==> config.mk <==
export PLATFORM = sky130hd
export DESIGN_NAME = icache_ctrl
export DESIGN_NICKNAME = d
export VERILOG_FILES = /design/src/hw/icache_pkg.sv /design/src/hw/icache_ctrl.sv
export SDC_FILE = /design/constraint.sdc
export NUM_CORES = 1
export LEC_CHECK = 0
export ABC_AREA = 1
export BUFFER_PORTS_ARGS = -buffer_cell sky130_fd_sc_hd__buf_2
export CORE_AREA = 10 10 368 370
export DETAILED_ROUTE_END_ITERATION = 16
export DIE_AREA = 0 0 378 380
export PLACE_DENSITY_LB_ADDON = 0.15
export SYNTH_ARGS = -nofsm -noshare
export SYNTH_HDL_FRONTEND = slang
export SYNTH_SLANG_ARGS = --single-unit
==> constraint.sdc <==
create_clock -name clk -period 2.4 [get_ports clk]
set_input_delay 0.12 -clock clk [delete_from_list [all_inputs] [get_ports clk]]
set_output_delay 0.12 -clock clk [all_outputs]
set_load 0.05 [all_outputs]
==> src/hw/icache_pkg.sv <==
`default_nettype none

package icache_pkg;

	// default fetch and bus address width
	localparam int ADDR_W = 32;

	// cache geometry
	localparam int WAYS       = 4;
	localparam int SETS       = 64;
	localparam int LINE_BYTES = 16;
	localparam int INDEX_W    = 6;                         // log2(SETS)
	localparam int OFF_W      = 4;                         // log2(LINE_BYTES)
	localparam int TAG_W      = ADDR_W - INDEX_W - OFF_W;  // tag bits at the default width
	localparam int LINE_W     = LINE_BYTES * 8;            // 128 bit line

	// controller states
	typedef enum logic [1:0] {
		ST_IDLE   = 2'd0,  // nothing to return
		ST_LOOKUP = 2'd1,  // hit data coming from a way SRAM
		ST_REFILL = 2'd2,  // waiting on the line from memory
		ST_RESP   = 2'd3   // answering from the refilled line
	} ctrl_state_e;

	// AXI response codes
	typedef enum logic [1:0] {
		RESP_OKAY   = 2'b00,
		RESP_EXOKAY = 2'b01,
		RESP_SLVERR = 2'b10,
		RESP_DECERR = 2'b11
	} axi_resp_e;

endpackage

`default_nettype wire

==> src/hw/icache_ctrl.sv <==
`timescale 1ns/10ps
`default_nettype none

module icache_ctrl #(
	parameter int ADDR_W = icache_pkg::ADDR_W
) (
	input  logic                          clk,
	input  logic                          rst,
	input  logic                          req_valid,
	input  logic [ADDR_W-1:0]             req_addr,
	output logic                          req_ready,
	output logic                          resp_valid,
	input  logic                          resp_ready,
	output logic [31:0]                   resp_inst,
	output logic                          resp_err,
	input  logic                          flush,
	output logic [ADDR_W-1:0]             lookup_addr,
	input  logic [icache_pkg::WAYS-1:0]    way_hit,
	output logic                          fill_en,
	output logic [icache_pkg::WAYS-1:0]    fill_way,
	output logic [ADDR_W-1:0]             fill_addr,
	output logic [icache_pkg::WAYS-1:0]    sram_en,
	output logic                          sram_we,
	output logic [icache_pkg::INDEX_W-1:0] sram_index,
	output logic [icache_pkg::LINE_W-1:0]  sram_wdata,
	input  logic [icache_pkg::LINE_W-1:0]  sram_rdata0,
	input  logic [icache_pkg::LINE_W-1:0]  sram_rdata1,
	input  logic [icache_pkg::LINE_W-1:0]  sram_rdata2,
	input  logic [icache_pkg::LINE_W-1:0]  sram_rdata3,
	output logic                          refill_start,
	output logic [ADDR_W-1:0]             refill_addr,
	input  logic                          refill_done,
	input  logic [icache_pkg::LINE_W-1:0]  refill_line,
	input  logic                          refill_err
);
	import icache_pkg::*;

	ctrl_state_e       state_q;
	logic [ADDR_W-1:0] addr_q;      // address of the fetch being answered
	logic [WAYS-1:0]   hit_q;
	logic [WAYS-1:0]   victim_q;    // rotating one-hot
	logic [WAYS-1:0]   fill_way_q;
	logic              resp_err_q;
	logic              drop_q;      // refill flushed, no answer
	logic              held_q;
	logic [31:0]       inst_hold_q;
	logic [31:0]       sel_inst;
	logic [LINE_W-1:0] way_data [WAYS];
	logic [LINE_W-1:0] hit_line;
	logic [LINE_W-1:0] resp_line;
	logic              accept;
	logic              hit;
	logic              refill_end;

	assign hit        = |way_hit;
	assign resp_valid = (state_q == ST_LOOKUP) || (state_q == ST_RESP);
	assign req_ready  = !flush && ((state_q == ST_IDLE) || (resp_valid && resp_ready));
	assign accept     = req_valid && req_ready;
	assign refill_end = (state_q == ST_REFILL) && refill_done;

	always_ff @(posedge clk) begin
		if (rst) begin
			state_q      <= ST_IDLE;
			victim_q     <= WAYS'(1);
			refill_start <= 1'b0;
			drop_q       <= 1'b0;
			held_q       <= 1'b0;
		end else begin
			refill_start <= accept && !hit;  // one cycle pulse after the miss
			held_q       <= resp_valid && !resp_ready && !flush;
			if (accept) begin
				victim_q <= {victim_q[WAYS-2:0], victim_q[WAYS-1]};
				drop_q   <= 1'b0;
			end else if ((state_q == ST_REFILL) && flush) begin
				drop_q <= 1'b1;
			end
			case (state_q)
				ST_REFILL: begin
					if (refill_done) begin
						state_q <= (drop_q || flush) ? ST_IDLE : ST_RESP;
					end
				end
				default: begin
					if (flush) begin
						state_q <= ST_IDLE;
					end else if (accept) begin
						state_q <= hit ? ST_LOOKUP : ST_REFILL;
					end else if (resp_valid && resp_ready) begin
						state_q <= ST_IDLE;
					end
				end
			endcase
		end
	end

	always_ff @(posedge clk) begin
		if (accept) begin
			addr_q     <= req_addr;
			hit_q      <= way_hit;
			fill_way_q <= victim_q;  // victim picked at accept time
			resp_err_q <= 1'b0;
		end else if (refill_end) begin
			resp_err_q <= refill_err;
		end
		if (!held_q) begin
			inst_hold_q <= sel_inst;  // frozen on the first stalled cycle
		end
	end

	assign way_data[0] = sram_rdata0;
	assign way_data[1] = sram_rdata1;
	assign way_data[2] = sram_rdata2;
	assign way_data[3] = sram_rdata3;

	always_comb begin
		hit_line = '0;
		for (int w = 0; w < WAYS; w++) begin
			if (hit_q[w]) begin
				hit_line = hit_line | way_data[w];
			end
		end
	end

	assign resp_line = (state_q == ST_LOOKUP) ? hit_line : refill_line;
	assign sel_inst  = resp_line[addr_q[OFF_W-1:2]*32 +: 32];
	assign resp_inst = held_q ? inst_hold_q : sel_inst;
	assign resp_err  = resp_err_q;

	assign lookup_addr = req_addr;
	assign refill_addr = addr_q;
	assign fill_en     = refill_end && !refill_err;  // a failed line stays out
	assign fill_way    = fill_way_q;
	assign fill_addr   = addr_q;

	// SRAM port shared by hit reads and refill writes
	always_comb begin
		sram_en = '0;
		if (fill_en) begin
			sram_en = fill_way_q;
		end else if (accept && hit) begin
			sram_en = way_hit;
		end
	end

	assign sram_we    = state_q == ST_REFILL;
	assign sram_index = (state_q == ST_REFILL) ? addr_q[INDEX_W+OFF_W-1:OFF_W]
	                                           : req_addr[INDEX_W+OFF_W-1:OFF_W];
	assign sram_wdata = refill_line;

	a_resp_stable: assert property (
		@(posedge clk) disable iff (rst)
		resp_valid && !resp_ready && !flush
		|=> resp_valid && $stable(resp_inst) && $stable(resp_err)
	) else $error("response changed while stalled");

endmodule

`default_nettype wire

* After elaboration in Yosys (flattened, before gate mapping)
Index checks and enable logic that the tools add are counted.
** Word-level totals
- Word-level logic and storage cells :: 56
- Input bits :: 683
- Output and inout bits :: 276
- Flip-flop bits (word level) :: 82
** Operators by class
- Eq/ne operators :: 4
- Shift operators :: 1
- Bitwise operators :: 3
- Reduce and logical (&&, ||, !) cells :: 22
- Mux-type cells :: 16
** Operator list (number)
- $mux 128 :: 5
- $or 128x128->128 :: 3
- $shiftx 128x8->32 :: 1
- $mux 32 :: 1
- $mux 2 :: 7
- $logic_and 1x1->1 :: 10
- $mux 4 :: 2
- $mux 6 :: 1
- $eq 2x2->1 const B :: 2
- $logic_not 1->1 :: 4
- $reduce_bool 4->1 :: 1
- $reduce_or 4->1 :: 1
- $logic_or 1x1->1 :: 3
- $eq 2x1->1 const B :: 1
- $logic_not 2->1 :: 1
- $ne 2x1->1 const B :: 1
- $reduce_and 2->1 :: 1
- $reduce_or 2->1 :: 1

* Logic depth before layout (Yosys ltp)
- Word-level depth :: 10
- Depth in mapped cells :: 10
- Depth with buffers taken out :: 8

* Worst setup path after synthesis
No wires, ideal clock.
- Path kind :: reg-to-reg
- Start point :: reg state_q[1]
- End point :: reg addr_q[0], in the netlist fill_addr[0] (enable)
- Arrival time :: 1.624 ns
- Library setup time :: 0.599 ns
- Required time :: 1.801 ns
- Clock period less this slack :: 2.223 ns
- Path slack :: 0.177 ns
- Stages on the path, launching flop included :: 6
- Buffers on the path :: 0
- Cells stage by stage :: dfxtp_1 > inv_1 > nor2_1 > nor2_1 > nand3_1 > clkinv_1
** On the way
- Longest elaborated chain between the ends :: 6
- Elaborated cells between the ends (all ways) :: 8
- Those cells by class :: eq/ne (2); reduce/logical (6)
** RTL lines
- start: declaration :: line icache_ctrl.sv:38 : ctrl_state_e state_q;
- start signal: assignment :: line icache_ctrl.sv:80 : state_q <= (drop_q || flush) ? ST_IDLE : ST_RESP;
- start signal: assignment :: line icache_ctrl.sv:87 : state_q <= hit ? ST_LOOKUP : ST_REFILL;
- $eq 2x1->1 or $eq 2x2->1 (tied branches) :: line icache_ctrl.sv:56 : assign resp_valid = (state_q == ST_LOOKUP) || (state_q == ST_RESP);
- $logic_or 1x1->1 :: line icache_ctrl.sv:56
- $logic_and 1x1->1 :: line icache_ctrl.sv:57 : assign req_ready = !flush && ((state_q == ST_IDLE) || (resp_valid && resp_ready));
- $logic_or 1x1->1 (*) :: line icache_ctrl.sv:57
- $logic_and 1x1->1 (*) :: line icache_ctrl.sv:57
- $logic_and 1x1->1 (*) :: line icache_ctrl.sv:58 : assign accept = req_valid && req_ready;
- named net accept :: line icache_ctrl.sv:51 : logic accept;
- end signal: assignment :: line icache_ctrl.sv:98 : addr_q <= req_addr;
- end: declaration :: line icache_ctrl.sv:39 : logic [ADDR_W-1:0] addr_q;
The timed path passes the listed nets; every way through them passes the cells marked *.
A chain may end at the register's enable or synchronous reset.

* Worst setup path after layout
- Start point :: reg hit_q[1]
- End point :: out resp_inst[18]
** On the way
- Longest elaborated chain between the ends :: 8
** RTL lines
- start: declaration :: line icache_ctrl.sv:40 : logic [WAYS-1:0] hit_q;
- start signal: assignment :: line icache_ctrl.sv:99 : hit_q <= way_hit;
- $mux 128 (*) :: line icache_ctrl.sv:118 : if (hit_q[w]) begin
- $or 128x128->128 :: line icache_ctrl.sv:119 : hit_line = hit_line | way_data[w];
- $mux 128 (*) :: line icache_ctrl.sv:118
- $or 128x128->128 :: line icache_ctrl.sv:119
- $mux 128 (*) :: line icache_ctrl.sv:118
- $mux 128 (*) :: line icache_ctrl.sv:124 : assign resp_line = (state_q == ST_LOOKUP) ? hit_line : refill_line;
- $shiftx 128x8->32 (*) :: line icache_ctrl.sv:125 : assign sel_inst = resp_line[addr_q[OFF_W-1:2]*32 +: 32];
- $mux 32 (*)
- end: declaration :: line icache_ctrl.sv:14 : output logic [31:0] resp_inst,
Mark *: on every way between the ends. The rest lies on a longest branch, timed or not.

==> run metrics <==
status finished with violations; failing checks negative setup slack; Post-Syn Instances 2,110; worst setup path end resp_inst[18]; Die H 380 µm; first-pass GRT wire length 161 mm; Final Wtd Congestion 0.873; top cells by area, synth nand2_1 35%, buf_4 14%, nor2_1 12%, edfxtp_1 11%, dfxtp_1 7.8%; clock sinks 82; DP Area 0.0174 mm²; CP max FO 11; TritonCTS Buffers 9; mean number of vias per cell 3.49; setup TNS -0.815 ns; Worst VDD drop 0.313 mV; core area 0.128 mm²; post-synthesis cell area 0.0108 mm²; Final Util 0.162; fin nets 3,651; GRT overflow 0; Syn. warnings 0; boundary pin count 959; CP cell instances buf_8, buf_6, nand2_1, nand3_1, o21ai_1, nand3_2, nand3_4, nand2_4, buf_12; CP arrival 2.38 ns; maxcap violations 0; top cell type's share of synthesized area 0.352; Slew Limit Fails 0; largest net degree at the start of global routing 42; site row count 132; Yosys top cell by area nand2_1; reg2reg path depth 8; Startpoint Class flip-flop; max incr delay on CP 0.42 ns; Slowest-stage cell, CP edfxtp_1; CP required 2.28 ns; # port buffers 958; worst reg2reg setup slack 0.44 ns; leakage power 11.3 nW; Die W 378 µm; pwr dens 437 mW/mm²; H-tree lvl count 3; remaining antenna violation count 0; CP Class reg -> out; pre-CTS setup slack -0.205 ns; Seq/Total Area, Yosys 0.190; routed vias 16,300; number of synthesized register bits 82; CTS tree built; vias in the first global route 17,200; Worst-Margin Slew 0.841 ns; hpwl dp 107 mm; EDFF count, synth 40; WP depth 9; RSZ-0062 raised after global routing yes; drt first pass iters 5; Avg WL per Cell 27.7 µm; fillers 15,100; Overall Power 9.11 mW; Placed Cells 4,549; Buf/Inv on CP 3; fin cells 4,662; Total GRT Usage 0.167; Async S/R FF share, synth 0; Slew headroom 0.439; final WL 129 mm; FMAX 0.400 GHz; Worst-Skew Late Latency 0.38 ns; WHS 0.0342 ns; library cells used by synthesis 21; Final period util 1.04; Fin Clk Skew 0.0110 ns; antenna violations before repair 62; Worst Setup SP hit_q[1]$_DFFE_PP_; worst r2r src hit_q[1]$_DFFE_PP_; Syn-to-layout area delta 93.6%; CP Capture Type output port; final hold violation count 0; crit path time final 2.50 ns; clock tree buffer depth 2; clock root cell clkbuf_16; Initial Util 0.0838; clock slew at reported path FFs 0.08 ns; final setup margin -0.103 ns; crit-path leading delay family simple AND/OR/NAND/NOR gates; Final setup viols 19; syn_nets 2,793; DRC 0; dominant synthesized flop cell dfxtp_1; initial DRC count 946; Worst Hold Class in -> reg; Post-Syn Area per Cell 5.10 µm²; Die ar. 0.144 mm²; ratio of cells with drive above 1 in the final layout 0.489; fin area 0.0208 mm²; R2R Path End inst_hold_q[18]$_DFF_P_
## cells in the final DEF (no fill, tap or decap), types with 20 or more instances in the layout
cell	Yosys	routed
nor2_1	347	277
edfxtp_1	40	40
nand2_1	1008	853
nand3_4	0	38
nand3_2	0	41
dlygate4sd3_1	0	34
buf_6	0	20
clkbuf_16	0	21
dfxtp_1	42	40
nor2_2	1	56
buf_4	204	64
nand2_4	0	49
buf_2	53	923
nand2_2	1	106
a21oi_1	56	54
nand3_1	111	32
inv_1	168	164
buf_12	0	73
## synth_stat cells, types with 6 or more instances
cell type     n
nand2_1    1008
nor2_1      347
buf_4       204
inv_1       168
nand3_1     111
a21oi_1      56
buf_2        53
dfxtp_1      42
edfxtp_1     40
clkbuf_1     24
buf_1        23
o21ai_1      13
o21ai_0       6
## state kept, by name (all words and copies together) (netlist names)
register,cells
resp_err,1
fill_addr,32
hit_q,4
held_q,1
fill_way,4
state_q,2
inst_hold_q,32
victim_q,4
refill_start,1
drop_q,1
## where the power goes
group	total, mW	switching (mW)	internal (mW)	leakage (nW)
Combinational	5.90	3.84	2.06	10.4
Clock	1.53	0.788	0.738	0.143
Sequential	1.68	0.0598	1.62	0.726
Total	9.11	4.69	4.42	11.3
## cells by family (layout without fill, tap and decap cells)
| group | count (synthesis) | in the layout | synth area share |
|---|---|---|---|
| and+or+nand+nor | 1471 | 1471 | 0.527 |
| buffers and inverters | 476 | 1339 | 0.243 |
| DFF | 82 | 82 | 0.190 |
| AOI/OAI and AO/OA | 81 | 81 | 0.0395 |
| other | 0 | 14 | 0 |
## layer usage
| layer | wire (µm) | up-vias | track usage | part of all wire |
|---|---|---|---|---|
| met5 | 184 | - | 0 | 0.0014 |
| met4 | 1750 | 30 | 0.0247 | 0.014 |
| met1 | 54800 | 7616 | 0.207 | 0.43 |
| met2 | 62100 | 667 | 0.289 | 0.48 |
| li1 | - | 7866 | - | - |
| met3 | 10100 | 93 | 0.0486 | 0.078 |
## worst min path at each step
stage	start	endpoint	slack [ns]	depth (start not counted)
floorplan	rst	refill_start$_SDFF_PP0_	0.19	1
global placement	req_addr[21]	fill_addr[21]$_DFFE_PP_	0.31	1
detailed placement	req_addr[10]	fill_addr[10]$_DFFE_PP_	0.31	1
CTS	way_hit[0]	hit_q[0]$_DFFE_PP_	0.01	1
global route	way_hit[0]	hit_q[0]$_DFFE_PP_	0.02	1
finish	way_hit[0]	hit_q[0]$_DFFE_PP_	0.03	1
## what timing repair did
| action | CTS | global route |
|---|---|---|
| hold buffers | 33 | 1 |
| cloned | 13 | 12 |
| resized for setup | 322 | 164 |
| pin swaps | 62 | 69 |
| endpoints found under the hold margin | 34 | 1 |
| setup buffers | 22 | 9 |
| setup endpoints to repair | 34 | 36 |
## final cells by class
cell class | instances | area [µm²] | area share
Antenna cell | 14 | 35.0 | 0.00168
Sequential cell | 82 | 2050 | 0.0982
Tap cell | 1675 | 2100 | 0.101
Clock inverter | 7 | 72.6 | 0.00348
Multi-Input combinational cell | 1552 | 7700 | 0.369
Inverter | 172 | 648 | 0.0311
Timing Repair Buffer | 1151 | 8020 | 0.385
Clock buffer | 9 | 225 | 0.0108
Note: power is estimated with default switching activity, not from simulation.
