**config.mk**
```make
export PLATFORM = sky130hd
export DESIGN_NAME = icache_refill_axil
export DESIGN_NICKNAME = d
export VERILOG_FILES = /design/src/hw/icache_pkg.sv /design/src/hw/icache_refill_axil.sv
export SDC_FILE = /design/constraint.sdc
export NUM_CORES = 1
export LEC_CHECK = 0
export CORE_ASPECT_RATIO = 0.8
export CORE_MARGIN = 4
export CORE_UTILIZATION = 45
export CTS_BUF_LIST = sky130_fd_sc_hd__clkbuf_16
export CTS_CLUSTER_SIZE = 8
export DETAILED_ROUTE_END_ITERATION = 10
export DONT_BUFFER_PORTS = 1
export SKIP_CTS_REPAIR_TIMING = 1
export SLEW_MARGIN = 20
export SYNTH_ARGS = -nofsm -noshare
export SYNTH_HDL_FRONTEND = slang
export SYNTH_SLANG_ARGS = --single-unit
export TNS_END_PERCENT = 50
```
**constraint.sdc**
```tcl
create_clock -name clk -period 2.25 [get_ports clk]
set_input_delay 0.45 -clock clk [delete_from_list [all_inputs] [get_ports clk]]
set_output_delay 0.45 -clock clk [all_outputs]
set_load 0.05 [all_outputs]
```
**src/hw/icache_pkg.sv**
```systemverilog
`default_nettype none

package icache_pkg;

	// default fetch and bus address width
	localparam int ADDR_W = 32;

	// cache geometry
	localparam int WAYS       = 4;
	localparam int SETS       = 64;
	localparam int LINE_BYTES = 16;
	localparam int INDEX_W    = 6;                         // log2(SETS)
	localparam int OFF_W      = 4;                         // log2(LINE_BYTES)
	localparam int TAG_W      = ADDR_W - INDEX_W - OFF_W;  // tag bits at the default width
	localparam int LINE_W     = LINE_BYTES * 8;            // 128 bit line

	// controller states
	typedef enum logic [1:0] {
		ST_IDLE   = 2'd0,  // nothing to return
		ST_LOOKUP = 2'd1,  // hit data coming from a way SRAM
		ST_REFILL = 2'd2,  // waiting on the line from memory
		ST_RESP   = 2'd3   // answering from the refilled line
	} ctrl_state_e;

	// AXI response codes
	typedef enum logic [1:0] {
		RESP_OKAY   = 2'b00,
		RESP_EXOKAY = 2'b01,
		RESP_SLVERR = 2'b10,
		RESP_DECERR = 2'b11
	} axi_resp_e;

endpackage

`default_nettype wire

```
**src/hw/icache_refill_axil.sv**
```systemverilog
`timescale 1ns/10ps
`default_nettype none

module icache_refill_axil #(
	parameter int ADDR_W = icache_pkg::ADDR_W
) (
	input  logic                         clk,
	input  logic                         rst,
	input  logic                         refill_start,
	input  logic [ADDR_W-1:0]            refill_addr,
	output logic                         refill_done,
	output logic [icache_pkg::LINE_W-1:0] refill_line,
	output logic                         refill_err,
	output logic [ADDR_W-1:0]            araddr,
	output logic                         arvalid,
	input  logic                         arready,
	input  logic [31:0]                  rdata,
	input  logic [1:0]                   rresp,
	input  logic                         rvalid,
	output logic                         rready
);
	import icache_pkg::*;

	localparam int WORDS = LINE_BYTES / 4;
	localparam int CNT_W = OFF_W - 2;

	logic                     busy_q;
	logic [CNT_W-1:0]         cnt_q;     // word being fetched
	logic [ADDR_W-OFF_W-1:0]  base_q;    // line address
	logic [LINE_W-1:0]        line_q;
	logic                     err_q;
	logic                     beat;
	logic                     bad_resp;

	assign beat     = rvalid && rready;
	assign bad_resp = axi_resp_e'(rresp) != RESP_OKAY;

	assign araddr      = {base_q, cnt_q, 2'b00};
	assign refill_line = line_q;
	assign refill_err  = err_q;

	// control side, one read in flight at a time
	always_ff @(posedge clk) begin
		if (rst) begin
			busy_q      <= 1'b0;
			arvalid     <= 1'b0;
			rready      <= 1'b0;
			refill_done <= 1'b0;
			cnt_q       <= '0;
			err_q       <= 1'b0;
		end else begin
			refill_done <= 1'b0;
			if (refill_start && !busy_q) begin
				busy_q  <= 1'b1;
				arvalid <= 1'b1;
				cnt_q   <= '0;
				err_q   <= 1'b0;
			end
			if (arvalid && arready) begin
				arvalid <= 1'b0;
				rready  <= 1'b1;
			end
			if (beat) begin
				rready <= 1'b0;
				err_q  <= err_q | bad_resp;  // sticky for the whole line
				if (cnt_q == CNT_W'(WORDS - 1)) begin
					busy_q      <= 1'b0;
					refill_done <= 1'b1;
				end else begin
					cnt_q   <= cnt_q + 1'b1;
					arvalid <= 1'b1;  // next word
				end
			end
		end
	end

	// payload side
	always_ff @(posedge clk) begin
		if (refill_start && !busy_q) begin
			base_q <= refill_addr[ADDR_W-1:OFF_W];
		end
		if (beat) begin
			line_q[cnt_q*32 +: 32] <= rdata;  // lane per word
		end
	end

	a_ar_hold: assert property (
		@(posedge clk) disable iff (rst)
		arvalid && !arready |=> arvalid && $stable(araddr)
	) else $error("AR request dropped or changed before arready");

	// controller must wait for refill_done before the next start
	a_no_overlap: assert property (
		@(posedge clk) disable iff (rst) refill_start |-> !busy_q
	) else $error("refill_start while a refill is running");

endmodule

`default_nettype wire

```
# Word level (Yosys, flattened, before mapping)
# Cells that the tools add are included.
[word_totals]
ff_bits = 163
[classes]
n_addsub = 2
n_eq_ne = 1
shift = 2
n_mux = 14
bitwise = 2
n_reduce_logical = 8
[op_table]
columns = ["op", "count"]
rows = [
  ["bitwise mux 128 bit", 1],
  ["variable shift 32 x 34 -> 128 bit (first input constant)", 1],
  ["indexed part select 32 x 34 -> 128 bit", 1],
  ["negation 7 -> 34 bit", 1],
  ["two-way mux 1 bit", 10],
  ["two-way mux 2 bit", 3],
  ["nonzero test 2 bit", 2],
  ["OR reduction 2 bit", 2],
  ["logical AND 1 bit", 3],
  ["adder 2 x 1 -> 2 bit (second input constant)", 1],
  ["== test 2 bit (second input constant)", 1],
  ["logical NOT 1 bit", 1],
  ["NOT 1 bit", 1],
  ["OR 1 bit", 1],
]

# Longest topological paths before layout
# Gate-level depths: netlist of run 1.
[depth]
word_depth = 6
depth_mapped = 5
depth_no_buf = 4

# Worst setup path after synthesis of run 1
# OpenSTA, ideal clock, no wires.
[synth_timing]
kind = "register to register"
start = "register, netlist name cnt_q[0]"
end = "register line_q[0], in the netlist refill_line[0], enable pin"
setup_time_ps = 392
arrival_ps = 2047
t_required_ps = 1858
slack_ps = -189
stages_incl_launch_ff = 4
cell_sequence = "dfxtp_1 > inv_2 > ha_1 > and3_1"
[synth_rtl]
columns = ["element", "line", "source"]
rows = [
  ["to (signal, indexed assignment)", "icache_refill_axil.sv:83", "line_q[cnt_q*32 +: 32] <= rdata;"],
  ["to (decl)", "icache_refill_axil.sv:30", "logic [LINE_W-1:0] line_q;"],
]

# Final worst setup path of run 1
[layout_timing]
start = "register cnt_q[0]"
end = "register line_q[7], in the netlist refill_line[7], data pin"
[layout_between]
elab_chain_cells = 3
elab_cells_between_ends = 4
classes_between = "add/sub (1); shift (2); mux (1)"
[layout_lines]
columns = ["element", "line", "source"]
rows = [
  ["from (decl)", "icache_refill_axil.sv:28", "logic [CNT_W-1:0] cnt_q;"],
  ["from (signal assigned)", "icache_refill_axil.sv:70", "cnt_q <= cnt_q + 1'b1;"],
  ["negation 7 -> 34 bit *", "icache_refill_axil.sv:83", ""],
  ["indexed part select 32 x 34 -> 128 bit / variable shift 32 x 34 -> 128 bit (equally long branches)", "icache_refill_axil.sv:83", ""],
  ["bitwise mux 128 bit *", "icache_refill_axil.sv:83", ""],
]
# Every way passes the cells marked *; elsewhere a longest branch is shown, timed or not.
# A chain may end at the register's enable or synchronous reset.

==> load_flow_metrics.sql, run 1 <==
INSERT INTO impl_metrics (metric_group, metric, value, unit) VALUES
('detailed_routing', 'via_per_inst', '5.062', ''),
('clocking', 'cts.htree.levels', '4', ''),
('logic_synthesis', 'ys_top_cells_by_area', 'edfxtp_1 77%, and2_1 13%, dfxtp_1 2.3%', ''),
('detailed_routing', 'dr_total_vias', '2794', ''),
('placed_design', 'detailedPlace.worstSlack', '0.4043', 'ns'),
('status', 'status', 'complete, no violations', ''),
('clocking', 'cts_tree', 'built', ''),
('power', 'pwr_density_cell', '937.3', 'nW/um^2'),
('cells_and_area', 'final_cells', '552', ''),
('placed_design', 'detailed_place_hpwl', '8691', 'microns'),
('detailed_routing', 'drt_pre_antenna_iters', '4', ''),
('sta', 'finalClockSkew', '0.006559', 'ns'),
('setup_path', 'start_kind', 'flip-flop', ''),
('die', 'placementRows', '37', ''),
('sta', 'timing_hold_violations_final', '0', ''),
('die', 'floorplan.initialDensity', '46.63', '%'),
('setup_path', 'worstPathMaxFanout', '32', ''),
('power', 'worst_ir_drop_vdd', '677.4', 'uV'),
('detailed_routing', 'routed_wirelength', '13040', 'microns'),
('sta', 'layout_min_cycle_time', '1.843', 'ns'),
('die', 'fp.dieArea', '15460', 'sq um'),
('cells_and_area', 'final_cell_area', '6887', 'sq um'),
('run', 'cap_violations', '0', ''),
('setup_path', 'critical_path_class', 'reg -> reg', ''),
('detailed_routing', 'detail_route.wl_per_cell', '23.63', 'microns'),
('die', 'pin_count', '235', ''),
('placed_design', 'gpl.final_weighted_congestion', '0.7069', ''),
('cells_and_area', 'antenna_diode_count', '0', ''),
('setup_path', 'ff2ff_path_depth', '4', ''),
('cells_and_area', 'post_route_cells_drive_above_1_share', '14.59', '%'),
('sta', 'finalSetupViolCount', '0', ''),
('sta', 'postLayoutSetupSlackWorst', '0.4073', 'ns'),
('logic_synthesis', 'synth.cell_area', '6087', 'sq um'),
('sta', 'slew_violations', '0', ''),
('grt', 'first_global_vias', '2921', ''),
('logic_synthesis', 'synth-seq-cells', '163', ''),
('logic_synthesis', 'postSynthAreaPerCell', '17.64', 'sq um'),
('power', 'power_leakage', '2.487', 'nW'),
('min_path', 'hold_class', 'in -> reg', ''),
('grt', 'grt_resource_usage_total', '17.06', '%'),
('logic_synthesis', 'post_synth_num_cell_types', '31', ''),
('cells_and_area', 'fin_nets', '442', ''),
('detailed_routing', 'drt_iter0_drc', '205', ''),
('clocking', 'clk_path_buf_depth', '2', ''),
('die', 'fp.dieH', '112.0', 'microns'),
('sta', 'slew_headroom', '63.76', '%'),
('sta', 'clock.fmax', '542.7', 'MHz'),
('grt', 'grt_overflow_total', '0', ''),
('sta', 'grt_setup_unrepaired', 'no', ''),
('grt', 'maximum_number_of_pins_on_one_net_before_global_route_repair', '33', ''),
('clocking', 'cts_num_sinks', '163', ''),
('die', 'core', '13060', 'sq um'),
('grt', 'grt_antenna_before_repair', '0', ''),
('sta', 'hold-worst-slack', '0.08953', 'ns'),
('placed_design', 'number_of_buffers_added_on_ports', '0', ''),
('sta', 'tns', '0', 'ns'),
('sta', 'worst_pin_slew', '0.5428', 'ns'),
('clocking', 'cts-root-buf', 'clkbuf_16', ''),
('clocking', 'insertion_delay', '0.42', 'ns'),
('detailed_routing', 'ant_nets', '0', ''),
('setup_path', 'cp.required', '2.53', 'ns'),
('logic_synthesis', 'synth.top_cell.area_share', '76.96', '%'),
('clocking', 'num_cts_buffers', '17', ''),
('placed_design', 'detailed_place.area', '6312', 'sq um'),
('logic_synthesis', 'sequential_element_share_of_the_synthesized_area', '79.26', '%'),
('setup_path', 'worst_ep_arrival_time', '2.13', 'ns'),
('grt', 'grt_pass1_wl', '19290', 'microns'),
('placed_design', 'place.detailed.instances', '521', ''),
('logic_synthesis', 'yosys.area.top_type', 'edfxtp_1', ''),
('setup_path', 'crit_path_end_kind', 'flip-flop', ''),
('logic_synthesis', 'warning_count_from_the_yosys_run', '0', ''),
('logic_synthesis', 'synth_cells', '345', ''),
('sta', 'final_worst_path_cycle_share', '81.90', '%'),
('cells_and_area', 'syn_to_final_growth', '13.13', '%'),
('die', 'die_x', '138.0', 'microns'),
('min_path', 'worst_hold_path_cell_count', '1', ''),
('clocking', 'cts.reportedPaths.clkPinSlew', '0.06', 'ns'),
('detailed_routing', 'drc', '0', '');
## layout make-up
| class | instances | area, sq um |
|---|---|---|
| Inverter | 3 | 11.26 |
| Clock inverter | 14 | 148.9 |
| Sequential cell | 163 | 4825 |
| Timing Repair Buffer | 17 | 140.1 |
| Clock buffer | 17 | 425.4 |
| Tap cell | 175 | 219.0 |
| Multi-Input combinational cell | 163 | 1117 |
| Fill cell | 1073 | 6168 |
## synthesized netlist by cell type (all sizes together)
cell type / n
nand4b: 2
a21oi: 2
clkbuf: 3
nor3b: 1
and3: 4
mux2: 1
o31ai: 1
ha: 6
and2: 124
nor4b: 1
a22oi: 1
a311oi: 1
nand2b: 1
o21ai: 1
conb: 1
nand3: 2
and3b: 4
and4bb: 1
edfxtp: 156
nand3b: 1
inv: 3
nor3: 3
nand2: 1
dfxtp: 7
buf: 14
nor2: 3
## cell usage in the layout (no fill, tap or decap)
cell type   count
a21oi_1         2
nor3_4          1
buf_4          16
and3_2          4
ha_1            6
and3b_2         2
nor4b_4         1
nor3_1          2
and2_1        124
and4bb_4        1
clkinv_4        2
buf_12          1
nand2b_1        1
clkbuf_16      17
inv_2           1
conb_1          2
dfxtp_1         7
a22oi_1         1
nand2_1         1
clkinvlp_4      1
nor3b_4         1
a311oi_1        1
edfxtp_1      156
and3b_1         2
nor2_1          3
nand3_1         2
bufinv_16       3
o21ai_0         1
clkinv_1        2
o31ai_1         1
mux2_2          1
nand3b_1        1
inv_1           5
clkinv_2        3
nand4b_1        2
## logic make-up after synthesis
family / count (synthesis) / synth area share [%]
flops: 163 / 79.26
simple gates: 148 / 16.09
buf+inv: 20 / 2.528
compound gates: 6 / 0.6373
fa+ha+maj: 6 / 1.233
mux: 1 / 0.1850
other cells: 1 / 0.06161
## sequential cells by signal, summed over array words and instances (netlist names)
signal and count:
arvalid 1, base_q 28, busy_q 1, cnt_q 2
refill_done 1, refill_err 1, refill_line 128, rready 1
## final timing paths
| path | from | end | slack [ns] |
|---|---|---|---|
| worst max register to register | cnt_q[0] | refill_line[7] | 0.41 |
| worst min-delay path | rst | arvalid | 0.09 |
| worst min register to register | busy_q | busy_q | 0.48 |
| worst max-delay path | cnt_q[0] | refill_line[7] | 0.41 |
## where the power goes
group,internal (mW),switching (mW)
Sequential,3.36,0.161
Clock,1.71,1.10
Combinational,0.0432,0.0747
Total,5.11,1.34
## per-layer routing
layer | vias up | GRT usage, % | wire [microns]
li1 | 1263 | - | -
met3 | 11 | 9.412 | 1261
met5 | - | 0 | 0
met4 | 0 | 5.793 | 153
met1 | 1393 | 20.14 | 5124
met2 | 127 | 26.76 | 6503
## critical path, cell delays in order (launching register included)
cell      delay, ns
dfxtp_1        0.35
inv_2          0.09
ha_1           0.39
and4bb_4       0.67
and2_1         0.21
## through the flow
step           total power, mW  util (%)
2_1_floorplan            3.681         -
3_3_place_gp             3.699     48.35
3_5_place_dp             3.706     48.35
4_1_cts                  6.496     52.75
5_1_grt                  6.676     52.75
6_report                 6.455     52.75
Power figures use the tool's default switching activity.
==> inputs of run 2 (changes only) <==
==> constraint.sdc (replaced) <==
create_clock -name clk -period 1.9 [get_ports clk]
set_input_delay 0.38 -clock clk [delete_from_list [all_inputs] [get_ports clk]]
set_output_delay 0.38 -clock clk [all_outputs]
set_load 0.05 [all_outputs]
==> run 2 against run 1 <==
- core utilization fell by 0.077 points
- final cell count rose by 0.18%
- non-clock buffer count rose by 3
- maximum frequency rose by 5.5%
- global-route usage fell by 0.31 points
- clock-buffer cell count did not move
- power rose by 12%
- setup slack got worse by 0.25 ns
- sequential power rose by 18%
- critical path type unchanged
- highest routed layer unchanged
==> load_flow_metrics.sql, run 2 (same netlist as run 1, synthesis figures left out) <==
INSERT INTO impl_metrics (metric_group, metric, value, unit) VALUES
('status', 'status', 'complete, no violations', ''),
('setup_path', 'critical_path.cell_chain', 'inv_1 -> ha_1 -> and4bb_4 -> and2_1', ''),
('setup_path', 'critical_path_class', 'reg -> reg', ''),
('die', 'core', '13060', 'sq um'),
('run', 'cap_violations', '0', ''),
('grt', 'use_met2', '26.56', '%'),
('placed_design', 'number_of_buffers_added_on_ports', '0', ''),
('clocking', 'cts-root-buf', 'clkbuf_16', ''),
('detailed_routing', 'drt_iter0_drc', '191', ''),
('setup_path', 'start_kind', 'flip-flop', ''),
('power', 'power_leakage', '2.457', 'nW'),
('cells_and_area', 'post_route_cells_drive_above_1_share', '15.87', '%'),
('clocking', 'cts.htree.levels', '4', ''),
('detailed_routing', 'drt_pre_antenna_iters', '4', ''),
('sta', 'timing_hold_violations_final', '0', ''),
('sta', 'slew_violations', '0', ''),
('power', 'report.power.total', '7.224', 'mW'),
('detailed_routing', 'via_per_inst', '5.101', ''),
('detailed_routing', 'detail_route.wl_per_cell', '23.32', 'microns'),
('power', 'pwr_density_cell', '1051', 'nW/um^2'),
('power', 'worst_ir_drop_vdd', '661.0', 'uV'),
('placed_design', 'detailed_place_hpwl', '8904', 'microns'),
('grt', 'maximum_number_of_pins_on_one_net_before_global_route_repair', '33', ''),
('placed_design', 'gpl.final_weighted_congestion', '0.7132', ''),
('die', 'die_x', '138.0', 'microns'),
('clocking', 'insertion_delay', '0.41', 'ns'),
('clocking', 'cts.reportedPaths.clkPinSlew', '0.06', 'ns'),
('clocking', 'cts_num_sinks', '163', ''),
('grt', 'grt_pass1_wl', '19400', 'microns'),
('setup_path', 'crit_path_end_kind', 'flip-flop', ''),
('grt', 'first_global_vias', '2975', ''),
('setup_path', 'cp.required', '2.17', 'ns'),
('sta', 'final_worst_path_cycle_share', '91.91', '%'),
('sta', 'finalSetupViolCount', '0', ''),
('sta', 'hold-worst-slack', '0.02961', 'ns'),
('clocking', 'clk_path_buf_depth', '2', ''),
('cells_and_area', 'antenna_diode_count', '0', ''),
('grt', 'highest_utilization_routing_layer_at_the_global_route_stage', 'met2', ''),
('cells_and_area', 'final_cells', '553', ''),
('detailed_routing', 'drc', '0', ''),
('sta', 'tns', '0', 'ns'),
('power', 'p_sw_share', '21.67', '%'),
('setup_path', 'critPathSlowestCell', 'and4bb_4', ''),
('min_path', 'hold_class', 'in -> reg', ''),
('setup_path', 'worst_ep_arrival_time', '2.02', 'ns'),
('setup_path', 'worstPathMaxFanout', '32', ''),
('power', 'pwr-share-seq', '57.6', '%'),
('power', 'comb_power_share', '2.1', '%'),
('setup_path', 'cp_slowest_stage_delay', '0.65', 'ns'),
('grt', 'grt_antenna_before_repair', '0', ''),
('detailed_routing', 'dr_total_vias', '2821', ''),
('grt', 'gr-usage-met3', '8.475', '%'),
('sta', 'slew_headroom', '63.77', '%'),
('sta', 'layout_min_cycle_time', '1.746', 'ns'),
('grt', 'grt_overflow_total', '0', ''),
('detailed_routing', 'routed_wirelength', '12900', 'microns'),
('sta', 'clock.fmax', '572.7', 'MHz'),
('cells_and_area', 'syn_to_final_growth', '12.97', '%'),
('sta', 'grt_setup_unrepaired', 'no', ''),
('cells_and_area', 'mostFrequentLayoutCells', '156 x edfxtp_1, 124 x and2_1, 17 x clkbuf_16, 16 x buf_4, 6 x ha_1', ''),
('power', 'netSwitchingPower', '1.566', 'mW'),
('clocking', 'cts_tree', 'built', ''),
('grt', 'grt_resource_usage_total', '16.75', '%'),
('cells_and_area', 'layout.cells.most_common', 'edfxtp_1', ''),
('die', 'fp.dieArea', '15460', 'sq um'),
('die', 'placementRows', '37', ''),
('sta', 'worst_pin_slew', '0.5427', 'ns'),
('grt', 'use_met1', '20.10', '%'),
('placed_design', 'place.detailed.instances', '524', ''),
('placed_design', 'detailed_place.area', '6379', 'sq um'),
('cells_and_area', 'max_reg_flops', '128', ''),
('die', 'floorplan.initialDensity', '46.63', '%'),
('cells_and_area', 'final_cell_area', '6877', 'sq um'),
('power', 'clockPowerShare', '40.3', '%'),
('clocking', 'num_cts_buffers', '17', ''),
('detailed_routing', 'ant_nets', '0', ''),
('sta', 'finalClockSkew', '0.005654', 'ns'),
('cells_and_area', 'fin_nets', '445', ''),
('die', 'fp.dieH', '112.0', 'microns'),
('die', 'pin_count', '235', ''),
('power', 'power_report.internal_total', '5.659', 'mW');
==> run 2: per-stage QoR <==
| stage | util (%) | setup WS (ns) |
|---|---|---|
| 6_report | 52.67 | 0.1538 |
| 3_5_place_dp | 48.86 | 0.1129 |
| 3_3_place_gp | 48.86 | 0.1572 |
| 5_1_grt | 52.67 | 0.0001765 |
| 2_1_floorplan | - | 0.002656 |
| 4_1_cts | 52.67 | 0.09107 |
==> run 2: power groups by stage <==
stage	Clock (mW)	Combinational [mW]	Sequential, mW
finish	2.91	0.153	4.16
detailed placement	0	0.156	4.24
CTS	2.97	0.156	4.16
global placement	0	0.150	4.24
global route	3.15	0.173	4.16
floorplan	0	0.120	4.24
==> run 2: worst max-delay path, delay by kind of cell (launching register included) <==
kind,cells,cell delay [ns]
and+or+nand+nor,2,0.85
adders and majority gates,1,0.38
DFF,1,0.32
buffers and inverters,1,0.06
==> run 2: per-layer routing <==
metal	part of all wire, %	vias to the layer above
met3	9.9	16
met1	40	1404
li1	-	1265
met5	0	-
met4	1.5	0
met2	49	136
==> run 2: worst paths after layout <==
| check | startpoint | endpoint | slack [ns] | depth (start not counted) |
|---|---|---|---|---|
| setup / recovery | cnt_q[1] | refill_line[28] | 0.15 | 4 |
| hold reg to reg | busy_q | busy_q | 0.49 | 2 |
| setup reg to reg | cnt_q[1] | refill_line[28] | 0.15 | 4 |
| hold / removal | rst | cnt_q[1] | 0.03 | 1 |
==> run 2: area by class of cell <==
| class | instances | area (sq um) |
|---|---|---|
| clock inverter | 12 | 72.57 |
| sequential | 163 | 4827 |
| multi-input combinational | 163 | 1121 |
| tap | 175 | 219.0 |
| clock buffer | 17 | 425.4 |
| inverter | 3 | 11.26 |
| fill | 1061 | 6178 |
| timing repair buffer | 20 | 200.2 |
==> inputs of run 3 (changes only) <==
--- a/config.mk
+++ b/config.mk
@@ -12,6 +12,7 @@
 export CTS_CLUSTER_SIZE = 8
 export DETAILED_ROUTE_END_ITERATION = 10
 export DONT_BUFFER_PORTS = 1
+export REMOVE_ABC_BUFFERS = 1
 export SKIP_CTS_REPAIR_TIMING = 1
 export SLEW_MARGIN = 20
 export SYNTH_ARGS = -nofsm -noshare
==> constraint.sdc (replaced) <==
create_clock -name clk -period 1.56 [get_ports clk]
set_input_delay 0.312 -clock clk [delete_from_list [all_inputs] [get_ports clk]]
set_output_delay 0.312 -clock clk [all_outputs]
set_load 0.05 [all_outputs]
==> run 3 against run 2 <==
- core utilization increased by 4.4 points
- critical endpoint is now refill_line[55]
- global-route usage rose by 0.47 points
- die area unchanged
- largest power group unchanged
- combinational power up 79%
- clock skew increased by 0.0045 ns
- sequential share of layout area down 5.4 points
- sequential power grew 22%
- non-clock buffer count up 38
==> load_flow_metrics.sql, run 3 (same netlist as run 1, synthesis figures left out) <==
INSERT INTO impl_metrics (metric_group, metric, value, unit) VALUES
('setup_path', 'crit_path_end_kind', 'flip-flop', ''),
('clocking', 'cts-root-buf', 'clkbuf_16', ''),
('sta', 'finalClockSkew', '0.01017', 'ns'),
('cells_and_area', 'layout.cells.most_common', 'edfxtp_1', ''),
('setup_path', 'critical_path_buf_inv_count', '3', ''),
('die', 'placementRows', '37', ''),
('detailed_routing', 'ant_nets', '0', ''),
('clocking', 'cts_tree', 'built', ''),
('power', 'pwr_density_cell', '1194', 'nW/um^2'),
('cells_and_area', 'antenna_diode_count', '0', ''),
('grt', 'grt_pass1_wl', '19550', 'microns'),
('setup_path', 'cp.required', '1.74', 'ns'),
('die', 'pin_count', '235', ''),
('die', 'fp.dieH', '112.0', 'microns'),
('grt', 'use_met2', '27.57', '%'),
('power', 'netSwitchingPower', '1.938', 'mW'),
('status', 'status', 'complete, no violations', ''),
('die', 'core', '13060', 'sq um'),
('clocking', 'insertion_delay', '0.42', 'ns'),
('placed_design', 'detailedPlace.worstSlack', '-0.1944', 'ns'),
('placed_design', 'detailed_place.area', '6497', 'sq um'),
('power', 'clockPowerShare', '39.9', '%'),
('setup_path', 'critPathSlowestCell', 'dfxtp_2', ''),
('power', 'p_sw_share', '21.79', '%'),
('sta', 'final_worst_path_cycle_share', '97.76', '%'),
('cells_and_area', 'fin_nets', '484', ''),
('sta', 'worst_pin_slew', '0.5415', 'ns'),
('die', 'fp.dieArea', '15460', 'sq um'),
('detailed_routing', 'via_per_inst', '5.073', ''),
('detailed_routing', 'drt_pre_antenna_iters', '4', ''),
('grt', 'grt_antenna_before_repair', '0', ''),
('clocking', 'clk_path_buf_depth', '2', ''),
('power', 'comb_power_share', '3.1', '%'),
('detailed_routing', 'detail_route.wl_per_cell', '24.11', 'microns'),
('grt', 'highest_utilization_routing_layer_at_the_global_route_stage', 'met2', ''),
('detailed_routing', 'drt_iter0_drc', '235', ''),
('setup_path', 'worst_ep_arrival_time', '1.70', 'ns'),
('grt', 'maximum_number_of_pins_on_one_net_before_global_route_repair', '33', ''),
('placed_design', 'gpl.final_weighted_congestion', '0.7070', ''),
('cells_and_area', 'layout.filler_cells', '1030', ''),
('sta', 'clock.fmax', '655.7', 'MHz'),
('grt', 'grt_resource_usage_total', '17.23', '%'),
('power', 'pwr-share-seq', '57.0', '%'),
('run', 'cap_violations', '0', ''),
('grt', 'use_met1', '20.97', '%'),
('die', 'floorplan.initialDensity', '46.63', '%'),
('placed_design', 'number_of_buffers_added_on_ports', '0', ''),
('power', 'power_leakage', '2.680', 'nW'),
('cells_and_area', 'syn_to_final_growth', '22.34', '%'),
('setup_path', 'worstPathMaxFanout', '6', ''),
('detailed_routing', 'drc', '0', ''),
('clocking', 'cts.reportedPaths.clkPinSlew', '0.06', 'ns'),
('cells_and_area', 'mostFrequentLayoutCells', '156 x edfxtp_1, 120 x and2_1, 29 x dlygate4sd3_1, 18 x clkbuf_16, 13 x buf_12', ''),
('sta', 'timing_hold_violations_final', '0', ''),
('sta', 'finalSetupViolCount', '0', ''),
('setup_path', 'start_kind', 'flip-flop', ''),
('power', 'worst_ir_drop_vdd', '725.8', 'uV'),
('sta', 'grt_setup_unrepaired', 'yes', ''),
('power', 'power_report.internal_total', '6.953', 'mW'),
('sta', 'postLayoutSetupSlackWorst', '0.03499', 'ns'),
('setup_path', 'critical_path_class', 'reg -> reg', ''),
('sta', 'tns', '0', 'ns'),
('sta', 'layout_min_cycle_time', '1.525', 'ns'),
('cells_and_area', 'multiInputGateArea', '1169', 'sq um'),
('setup_path', 'cp_slowest_stage_delay', '0.33', 'ns'),
('cells_and_area', 'post_route_cells_drive_above_1_share', '18.42', '%'),
('detailed_routing', 'dr_total_vias', '3008', ''),
('sta', 'slew_headroom', '63.85', '%'),
('cells_and_area', 'final_cell_area', '7447', 'sq um'),
('die', 'die_x', '138.0', 'microns'),
('placed_design', 'detailed_place_hpwl', '9365', 'microns'),
('grt', 'gr-usage-met3', '8.518', '%'),
('clocking', 'cts_num_sinks', '163', ''),
('grt', 'grt_overflow_total', '0', ''),
('cells_and_area', 'max_reg_flops', '128', ''),
('detailed_routing', 'routed_wirelength', '14300', 'microns'),
('grt', 'first_global_vias', '2936', ''),
('setup_path', 'path_delay_family', 'buffers and inverters', ''),
('clocking', 'num_cts_buffers', '17', ''),
('cells_and_area', 'regArea', '4827', 'sq um'),
('setup_path', 'critical_path.cell_chain', 'inv_2 -> ha_4 -> nor3b_4 -> buf_4 -> buf_6 -> and3b_2', ''),
('sta', 'slew_violations', '0', ''),
('clocking', 'cts.htree.levels', '4', ''),
('min_path', 'hold_class', 'in -> reg', '');
==> run 3: cell count changes in the layout (fill, tap and decap cells not counted), sizes merged <==
cell         delta
inv             -2
and4bb          +1
buf             +8
clkinv          +4
clkbuf          +1
dlygate4sd3    +29
clkinvlp        -1
==> run 3: worst register-to-register path: cells and delay by family (launching register included) <==
family                     cells  cell delay, ns
adders and majority gates      1            0.27
and+or+nand+nor                2            0.35
DFF                            1            0.33
buffers and inverters          3            0.34
==> run 3: final timing paths <==
check / from / endpoint / slack (ns) / depth (start not counted)
hold reg to reg: busy_q / busy_q / 0.49 / 2
setup / recovery: cnt_q[1] / refill_line[55] / 0.03 / 6
hold / removal: rvalid / busy_q / 0.02 / 1
setup reg to reg: cnt_q[1] / refill_line[55] / 0.03 / 6
==> run 3: power by group through the flow <==
stage / logic (mW) / registers, mW / clock network, mW
5_1_grt: 0.297 / 5.07 / 3.83
3_3_place_gp: 0.186 / 5.16 / 0
4_1_cts: 0.197 / 5.07 / 3.62
6_report: 0.274 / 5.07 / 3.55
3_5_place_dp: 0.197 / 5.16 / 0
2_1_floorplan: 0.117 / 5.17 / 0
==> run 3: routing by layer <==
layer  vias up  routed length, microns
met2       137                    7254
met5         -                       0
met3        10                    1146
li1       1351                       -
met1      1510                    5779
met4         0                     115
==> run 3: cell type report <==
cell class | instances | area share (%)
flip-flops and latches | 163 | 64.82
multi-input cells | 164 | 15.69
repair buffers | 58 | 9.694
clock buffers | 17 | 5.712
well taps | 175 | 2.940
clock inverters | 13 | 0.9913
inverters | 3 | 0.1512
==> run 3: through the flow <==
step	std cells	hold slack (ns)	power (mW)	utilization (%)
CTS	559	-0.06396	8.889	53.59
floorplan	329	0.3811	5.283	-
detailed placement	529	0.3844	5.359	49.77
global route	593	0.004150	9.198	57.04
finish	593	0.01710	8.891	57.04
global placement	529	0.3840	5.345	49.77
